File: src/verilog/graph_control_pkg.sv
package graph_control_pkg;

	////////////////////
	// datapath widths
	////////////////////

	localparam int VERTEX_ID_WIDTH = 16;
	localparam int ADDRESS_WIDTH = 32;
	localparam int DATA_WIDTH = 32;
	localparam int COUNTER_WIDTH = 32;

	////////////////////
	// read command pacing
	////////////////////

	// cycles between two possible read command grants
	localparam int THROTTLE_PERIOD = 4;

endpackage
File: src/verilog/graph_control_top.sv
`timescale 1ns/1ps

module graph_control_top #(
	parameter int num_cu = 4,
	parameter int fifo_depth = 16
) (
	input  logic clock,
	input  logic rstn,
	input  logic enabled,
	// vertex jobs
	input  logic vertex_job_valid,
	input  logic [graph_control_pkg::VERTEX_ID_WIDTH-1:0] vertex_job_id,
	output logic vertex_job_request,
	input  logic [num_cu-1:0] cu_job_request,
	output logic [num_cu-1:0] cu_job_valid,
	output logic [num_cu-1:0][graph_control_pkg::VERTEX_ID_WIDTH-1:0] cu_job_id,
	// read commands
	input  logic [num_cu-1:0] cu_command_valid,
	input  logic [num_cu-1:0][graph_control_pkg::ADDRESS_WIDTH-1:0] cu_command_address,
	output logic [num_cu-1:0] cu_command_full,
	input  logic read_buffer_alfull,
	output logic read_command_valid,
	output logic [graph_control_pkg::ADDRESS_WIDTH-1:0] read_command_address,
	output logic [$clog2(num_cu + 1)-1:0] read_command_cu_id,
	// read responses
	input  logic read_response_valid,
	input  logic [$clog2(num_cu + 1)-1:0] read_response_cu_id,
	input  logic [graph_control_pkg::DATA_WIDTH-1:0] read_response_data,
	output logic [num_cu-1:0] cu_response_valid,
	output logic [num_cu-1:0][graph_control_pkg::DATA_WIDTH-1:0] cu_response_data,
	// progress counters
	input  logic [num_cu-1:0][graph_control_pkg::COUNTER_WIDTH-1:0] cu_vertex_count,
	input  logic [num_cu-1:0][graph_control_pkg::COUNTER_WIDTH-1:0] cu_edge_count,
	output logic [graph_control_pkg::COUNTER_WIDTH-1:0] vertex_total,
	output logic [graph_control_pkg::COUNTER_WIDTH-1:0] edge_total
);

	vertex_job_dispatch #(
		.num_cu    (num_cu),
		.fifo_depth(fifo_depth)
	) vertex_job_dispatch_inst (
		.clock             (clock),
		.rstn              (rstn),
		.enabled           (enabled),
		.vertex_job_valid  (vertex_job_valid),
		.vertex_job_id     (vertex_job_id),
		.vertex_job_request(vertex_job_request),
		.cu_job_request    (cu_job_request),
		.cu_job_valid      (cu_job_valid),
		.cu_job_id         (cu_job_id)
	);

	read_command_arbiter #(
		.num_cu    (num_cu),
		.fifo_depth(fifo_depth)
	) read_command_arbiter_inst (
		.clock               (clock),
		.rstn                (rstn),
		.enabled             (enabled),
		.cu_command_valid    (cu_command_valid),
		.cu_command_address  (cu_command_address),
		.cu_command_full     (cu_command_full),
		.read_buffer_alfull  (read_buffer_alfull),
		.read_command_valid  (read_command_valid),
		.read_command_address(read_command_address),
		.read_command_cu_id  (read_command_cu_id)
	);

	read_response_router #(
		.num_cu(num_cu)
	) read_response_router_inst (
		.clock              (clock),
		.rstn               (rstn),
		.enabled            (enabled),
		.read_response_valid(read_response_valid),
		.read_response_cu_id(read_response_cu_id),
		.read_response_data (read_response_data),
		.cu_response_valid  (cu_response_valid),
		.cu_response_data   (cu_response_data)
	);

	progress_counter_sum #(
		.num_cu(num_cu)
	) progress_counter_sum_inst (
		.clock          (clock),
		.rstn           (rstn),
		.enabled        (enabled),
		.cu_vertex_count(cu_vertex_count),
		.cu_edge_count  (cu_edge_count),
		.vertex_total   (vertex_total),
		.edge_total     (edge_total)
	);

endmodule

File: src/verilog/progress_counter_sum.sv
`timescale 1ns/1ps

module progress_counter_sum #(
	parameter int num_cu = 4
) (
	input  logic clock,
	input  logic rstn,
	input  logic enabled,
	input  logic [num_cu-1:0][graph_control_pkg::COUNTER_WIDTH-1:0] cu_vertex_count,
	input  logic [num_cu-1:0][graph_control_pkg::COUNTER_WIDTH-1:0] cu_edge_count,
	output logic [graph_control_pkg::COUNTER_WIDTH-1:0] vertex_total,
	output logic [graph_control_pkg::COUNTER_WIDTH-1:0] edge_total
);

	logic [graph_control_pkg::COUNTER_WIDTH-1:0] vertex_sum;
	logic [graph_control_pkg::COUNTER_WIDTH-1:0] edge_sum;

	// wraps at counter width like the unit counters
	always_comb begin
		vertex_sum = '0;
		edge_sum = '0;
		for (int i = 0; i < num_cu; i++) begin
			vertex_sum = vertex_sum + cu_vertex_count[i];
			edge_sum = edge_sum + cu_edge_count[i];
		end
	end

	always_ff @(posedge clock or negedge rstn) begin
		if (!rstn) begin
			vertex_total <= '0;
			edge_total <= '0;
		end else if (enabled) begin
			vertex_total <= vertex_sum;
			edge_total <= edge_sum;
		end
	end

endmodule

File: src/verilog/read_response_router.sv
`timescale 1ns/1ps

module read_response_router #(
	parameter int num_cu = 4
) (
	input  logic clock,
	input  logic rstn,
	input  logic enabled,
	input  logic read_response_valid,
	input  logic [$clog2(num_cu + 1)-1:0] read_response_cu_id,
	input  logic [graph_control_pkg::DATA_WIDTH-1:0] read_response_data,
	output logic [num_cu-1:0] cu_response_valid,
	output logic [num_cu-1:0][graph_control_pkg::DATA_WIDTH-1:0] cu_response_data
);

	localparam int cu_id_width = $clog2(num_cu + 1);

	logic response_valid_q;
	logic [cu_id_width-1:0] response_cu_id_q;
	logic [graph_control_pkg::DATA_WIDTH-1:0] response_data_q;

	// first stage, input latch
	always_ff @(posedge clock or negedge rstn) begin
		if (!rstn) begin
			response_valid_q <= 1'b0;
		end else begin
			response_valid_q <= enabled && read_response_valid;
		end
	end

	always_ff @(posedge clock) begin
		if (enabled && read_response_valid) begin
			response_cu_id_q <= read_response_cu_id;
			response_data_q <= read_response_data;
		end
	end

	// second stage, tag decode
	// tags of num_cu and up match no unit and fall away here
	for (genvar i = 0; i < num_cu; i++) begin : gen_route
		always_ff @(posedge clock or negedge rstn) begin
			if (!rstn) begin
				cu_response_valid[i] <= 1'b0;
			end else begin
				cu_response_valid[i] <= response_valid_q
					&& (response_cu_id_q == cu_id_width'(i));
			end
		end

		always_ff @(posedge clock) begin
			if (response_valid_q && (response_cu_id_q == cu_id_width'(i))) begin
				cu_response_data[i] <= response_data_q;
			end
		end
	end

endmodule

File: src/verilog/read_command_arbiter.sv
`timescale 1ns/1ps

module read_command_arbiter #(
	parameter int num_cu = 4,
	parameter int fifo_depth = 16
) (
	input  logic clock,
	input  logic rstn,
	input  logic enabled,
	input  logic [num_cu-1:0] cu_command_valid,
	input  logic [num_cu-1:0][graph_control_pkg::ADDRESS_WIDTH-1:0] cu_command_address,
	output logic [num_cu-1:0] cu_command_full,
	input  logic read_buffer_alfull,
	output logic read_command_valid,
	output logic [graph_control_pkg::ADDRESS_WIDTH-1:0] read_command_address,
	output logic [$clog2(num_cu + 1)-1:0] read_command_cu_id
);

	// tag has room for one code past the last unit
	localparam int cu_id_width = $clog2(num_cu + 1);
	localparam int throttle_width =
		(graph_control_pkg::THROTTLE_PERIOD > 1) ? $clog2(graph_control_pkg::THROTTLE_PERIOD) : 1;

	logic [throttle_width-1:0] throttle_count;
	logic [num_cu-1:0][graph_control_pkg::ADDRESS_WIDTH-1:0] head_address;
	logic [num_cu-1:0] buffer_empty;
	logic [num_cu-1:0] command_requests;
	logic [num_cu-1:0] command_grant;
	logic [graph_control_pkg::ADDRESS_WIDTH-1:0] selected_address;
	logic [cu_id_width-1:0] selected_cu_id;

	////////////////////
	// throttle
	////////////////////

	always_ff @(posedge clock or negedge rstn) begin
		if (!rstn) begin
			throttle_count <= '0;
		end else if (throttle_count == throttle_width'(graph_control_pkg::THROTTLE_PERIOD - 1)) begin
			throttle_count <= '0;
		end else begin
			throttle_count <= throttle_count + 1'b1;
		end
	end

	////////////////////
	// per-unit buffers
	////////////////////

	for (genvar i = 0; i < num_cu; i++) begin : gen_command_buffer
		job_fifo #(
			.width(graph_control_pkg::ADDRESS_WIDTH),
			.depth(fifo_depth)
		) command_fifo (
			.clock      (clock),
			.rstn       (rstn),
			.push       (cu_command_valid[i]),
			.data_in    (cu_command_address[i]),
			.pop        (command_grant[i]),
			.data_out   (head_address[i]),
			.full       (cu_command_full[i]),
			.almost_full(),
			.empty      (buffer_empty[i])
		);

		assign command_requests[i] = !buffer_empty[i] && (throttle_count == '0)
			&& !read_buffer_alfull;
	end

	round_robin_grant #(
		.num_cu(num_cu)
	) command_grant_arbiter (
		.clock   (clock),
		.rstn    (rstn),
		.enabled (enabled),
		.requests(command_requests),
		.grant   (command_grant)
	);

	// one-hot grant to winner head and tag
	always_comb begin
		selected_address = '0;
		selected_cu_id = '0;
		for (int i = 0; i < num_cu; i++) begin
			if (command_grant[i]) begin
				selected_address = head_address[i];
				selected_cu_id = cu_id_width'(i);
			end
		end
	end

	always_ff @(posedge clock or negedge rstn) begin
		if (!rstn) begin
			read_command_valid <= 1'b0;
		end else begin
			read_command_valid <= |command_grant;
		end
	end

	always_ff @(posedge clock) begin
		if (|command_grant) begin
			read_command_address <= selected_address;
			read_command_cu_id <= selected_cu_id;
		end
	end

endmodule

File: src/verilog/vertex_job_dispatch.sv
`timescale 1ns/1ps

module vertex_job_dispatch #(
	parameter int num_cu = 4,
	parameter int fifo_depth = 16
) (
	input  logic clock,
	input  logic rstn,
	input  logic enabled,
	input  logic vertex_job_valid,
	input  logic [graph_control_pkg::VERTEX_ID_WIDTH-1:0] vertex_job_id,
	output logic vertex_job_request,
	input  logic [num_cu-1:0] cu_job_request,
	output logic [num_cu-1:0] cu_job_valid,
	output logic [num_cu-1:0][graph_control_pkg::VERTEX_ID_WIDTH-1:0] cu_job_id
);

	logic [graph_control_pkg::VERTEX_ID_WIDTH-1:0] head_job;
	logic buffer_almost_full;
	logic buffer_empty;
	logic [num_cu-1:0] masked_requests;
	logic [num_cu-1:0] job_grant;

	// keep two slots spare for jobs already on their way
	assign vertex_job_request = !buffer_almost_full;

	job_fifo #(
		.width(graph_control_pkg::VERTEX_ID_WIDTH),
		.depth(fifo_depth)
	) vertex_job_fifo (
		.clock      (clock),
		.rstn       (rstn),
		.push       (vertex_job_valid),
		.data_in    (vertex_job_id),
		.pop        (|job_grant),
		.data_out   (head_job),
		.full       (),
		.almost_full(buffer_almost_full),
		.empty      (buffer_empty)
	);

	// only ask for a winner when a job is waiting
	assign masked_requests = cu_job_request & {num_cu{!buffer_empty}};

	round_robin_grant #(
		.num_cu(num_cu)
	) job_grant_arbiter (
		.clock   (clock),
		.rstn    (rstn),
		.enabled (enabled),
		.requests(masked_requests),
		.grant   (job_grant)
	);

	always_ff @(posedge clock or negedge rstn) begin
		if (!rstn) begin
			cu_job_valid <= '0;
		end else begin
			cu_job_valid <= job_grant;
		end
	end

	// job id only loaded for the granted unit
	always_ff @(posedge clock) begin
		for (int i = 0; i < num_cu; i++) begin
			if (job_grant[i]) begin
				cu_job_id[i] <= head_job;
			end
		end
	end

endmodule

File: src/verilog/round_robin_grant.sv
`timescale 1ns/1ps

module round_robin_grant #(
	parameter int num_cu = 4
) (
	input  logic              clock,
	input  logic              rstn,
	input  logic              enabled,
	input  logic [num_cu-1:0] requests,
	output logic [num_cu-1:0] grant
);

	localparam int index_width = (num_cu > 1) ? $clog2(num_cu) : 1;

	logic [index_width-1:0] last_winner;
	logic [index_width-1:0] next_winner;
	logic found;
	int unsigned candidate;

	// search upward from the unit after the last winner, wrapping around
	always_comb begin
		grant = '0;
		next_winner = last_winner;
		found = 1'b0;
		candidate = 0;
		for (int unsigned offset = 1; offset <= num_cu; offset++) begin
			candidate = (last_winner + offset) % num_cu;
			if (!found && requests[candidate]) begin
				found = 1'b1;
				grant[candidate] = enabled;
				next_winner = index_width'(candidate);
			end
		end
	end

	// starting at the top index makes unit 0 first after reset
	always_ff @(posedge clock or negedge rstn) begin
		if (!rstn) begin
			last_winner <= index_width'(num_cu - 1);
		end else if (enabled && found) begin
			last_winner <= next_winner;
		end
	end

endmodule

File: src/verilog/job_fifo.sv
`timescale 1ns/1ps

module job_fifo #(
	parameter int width = 32,
	parameter int depth = 16
) (
	input  logic             clock,
	input  logic             rstn,
	input  logic             push,
	input  logic [width-1:0] data_in,
	input  logic             pop,
	output logic [width-1:0] data_out,
	output logic             full,
	output logic             almost_full,
	output logic             empty
);

	localparam int ptr_width = (depth > 1) ? $clog2(depth) : 1;
	localparam int count_width = $clog2(depth + 1);

	logic [width-1:0] mem [depth];
	logic [ptr_width-1:0] wr_ptr;
	logic [ptr_width-1:0] rd_ptr;
	logic [count_width-1:0] count;
	logic do_push;
	logic do_pop;

	// push into a full buffer or pop from an empty one is ignored
	assign do_push = push && !full;
	assign do_pop = pop && !empty;

	assign full = (count == count_width'(depth));
	// two or fewer free slots left
	assign almost_full = (count >= count_width'(depth - 2));
	assign empty = (count == '0);
	assign data_out = mem[rd_ptr];

	always_ff @(posedge clock) begin
		if (do_push) begin
			mem[wr_ptr] <= data_in;
		end
	end

	always_ff @(posedge clock or negedge rstn) begin
		if (!rstn) begin
			wr_ptr <= '0;
			rd_ptr <= '0;
			count <= '0;
		end else begin
			if (do_push) begin
				wr_ptr <= (wr_ptr == ptr_width'(depth - 1)) ? '0 : wr_ptr + 1'b1;
			end
			if (do_pop) begin
				rd_ptr <= (rd_ptr == ptr_width'(depth - 1)) ? '0 : rd_ptr + 1'b1;
			end
			case ({do_push, do_pop})
				2'b10: count <= count + 1'b1;
				2'b01: count <= count - 1'b1;
				default: count <= count;
			endcase
		end
	end

endmodule

File: config.mk
export PLATFORM = sky130hd
export DESIGN_NAME = graph_control_top
export DESIGN_NICKNAME = d
export VERILOG_FILES = /design/src/verilog/graph_control_pkg.sv /design/src/verilog/graph_control_top.sv /design/src/verilog/progress_counter_sum.sv /design/src/verilog/read_response_router.sv /design/src/verilog/read_command_arbiter.sv /design/src/verilog/vertex_job_dispatch.sv /design/src/verilog/round_robin_grant.sv /design/src/verilog/job_fifo.sv
export SDC_FILE = /design/constraint.sdc
export NUM_CORES = 2
export LEC_CHECK = 0
export BUFFER_PORTS_ARGS = -buffer_cell sky130_fd_sc_hd__buf_4
export CORE_MARGIN = 8
export CORE_UTILIZATION = 55
export DETAILED_ROUTE_END_ITERATION = 16
export PLACE_DENSITY = 0.76
export SYNTH_ARGS = -nofsm -noshare
export SYNTH_HDL_FRONTEND = slang
export SYNTH_HIERARCHICAL = 1
export SYNTH_SLANG_ARGS = --single-unit
export TNS_END_PERCENT = 20
File: constraint.sdc
create_clock -name clock -period 5.05 [get_ports clock]
set_input_delay 1.01 -clock clock [delete_from_list [all_inputs] [get_ports clock]]
set_output_delay 1.01 -clock clock [all_outputs]
set_load 0.05 [all_outputs]
==> impl_results.md <==
* Cts bufs inserted at 287
* Hold WS at 0.118 ns
* GRT overflow at 0
* Worst Skew at 0.0892 ns
* Filler instances at 13.1k
* Fin crit period at 4.79 ns
* RSZ-0062 raised after global routing: no
* Worst VDD drop at 0.000646 V
* Most common cell after layout, fill and taps aside: edfxtp_1
* CORE AREA at 0.200 sq mm
* Setup TNS at 0 ns
* Cells after synthesis at 5,803
* Synth Warn # at 6
* Startpoint Class: register
* Critical path class: reg -> reg
* Req. time, crit path at 5.83 ns
* Number of iterations in the first detailed-routing pass at 6
* Nets@finish at 7,431
* Chip width at 465 microns
* Final wirelength at 300,000 microns
* GRT Max-Usage Layer: met2
* CTS HTree Levels at 5
* # port buffers at 752
* GR met3 Demand/Resource at 7.04%
* Slew margin rel. at 9.17%
* CTS Root Cell: clkbuf_16
* DRC violations left at 0
* Synthesized Nets at 6,506
* Max cap viols at 0
* Initial antenna violation count at 54
* Worst-skew pair later-pin latency at 0.94 ns
* Die footprint at 0.216 sq mm
* Via density at 6.29
* PnR Total Power at 71.1 mW
* Met2 usage at 43.9%
* Crit end category: register
* WL/cell at 31.2 microns
* Average size of a mapped cell at 19.1 sq um
* Dpl hpwl at 192,000 microns
* DRT iter0 DRCs at 6,797
* Area delta synth->final at 16.5%
* Largest net degree at the start of global routing at 83
* Measured slew at the worst slew-check pin at 1.36 ns
* Most frequent cells in the layout: edfxtp_1, buf_4, mux4_2, inv_1, clkbuf_16
* Chip Height at 465 microns
* Num ports at 754
* Post-route ant nets at 0
* Bufs on Longest Clock Path at 4
* Final hold violation count at 0
* Final setup viols at 0
* Clk sinks at 2,710
* Clock transition at path regs at 0.06 ns
* Met1 Usage GRT at 35.4%
* Vias in the first global route at 61.6k
* Status: complete, no violations
* Worst EP arrival at 5.57 ns
* Critical path peak fanout at 9
* Synthesized area at 0.111 sq mm
* Min-Delay Path Class: in -> async
* Vias at 60.5k
* Placer Congestion at 0.941
* Final Util at 64.5%
* Layout cell share with drive strength beyond 1 at 30.2%
* Leak pwr at 44.7 nW
* Row count at 164
* Cts hold-fix bufs at 0
* Final worst-path cycle share at 94.8%
* Global Route Usage Sum at 27.3%
* Starting Density at 55.4%
* PD cells at 551 mW/mm^2
* Final Max Tran Viols at 0
* FMAX at 209 MHz
* First-pass GRT wire length at 431,000 microns
* CTS tree: done
## through the flow
stage	std cells	setup slack (ns)	cell area, sq um
6_report	9618	0.265	129000
5_1_grt	9607	0.000429	129000
4_1_cts	9585	0.140	129000
3_5_place_dp	9093	0.160	120000
3_3_place_gp	9093	0.103	120000
2_1_floorplan	5803	0.157	111000
## where the power goes
group	switching [mW]	internal, mW	leakage (nW)
combinational	13.0	8.03	15.4
sequential	2.09	27.6	25.0
clock	8.38	11.9	4.38
## critical path: stages (launching register included)
cell,delay (ns)
dfrtp_1,0.43
or4_1,0.58
nor2_2,0.19
nor2b_1,0.12
mux4_2,0.60
buf_4,0.19
a21oi_1,0.11
a22o_1,0.16
a21boi_2,0.06
or4_1,0.41
o21a_1,0.15
ha_1,0.25
ha_1,0.33
nor2b_1,0.14
o21ai_0,0.25
a21oi_1,0.11
or3b_2,0.46
xnor2_1,0.13
## worst paths after layout
check	from	endpoint	slack, ns	cells past startpoint
min in group clock	read_response_data[1]	read_response_router_inst/response_data_q[1]	0.24	1
max reg2reg	register	register	0.26	17
min reg2reg	read_command_arbiter_inst/throttle_count[0]	read_command_arbiter_inst/throttle_count[0]	0.45	1
max in group asynchronous	rstn	progress_counter_sum_inst/edge_total[19]	3.93	2
min	rstn	vertex_job_dispatch_inst/cu_job_valid[0]	0.12	1
max	register	register	0.26	17
## routing by layer
layer  part of all wire, %  wire length [microns]
met1                    37                 110000
met2                    49                 146000
met3                    10                  30600
met4                   4.7                  14100
met5                 0.060                    180
## final cells by class
type	count	area, sq um	area share, %
Inverter	430	1610	1.25
Sequential cell	2710	80700	62.6
Tap cell	2656	3320	2.58
Timing Repair Buffer	913	7020	5.44
Clock inverter	144	1390	1.07
Multi-Input combinational cell	2386	27300	21.2
Antenna cell	31	77.6	0.0601
Clock buffer	348	7550	5.85
## timing repair
action	in CTS	in global routing
gates resized for setup	0	3
endpoints found under the setup margin	0	3
setup buffers	0	2
No activity file was read; power rests on OpenSTA's default activity.
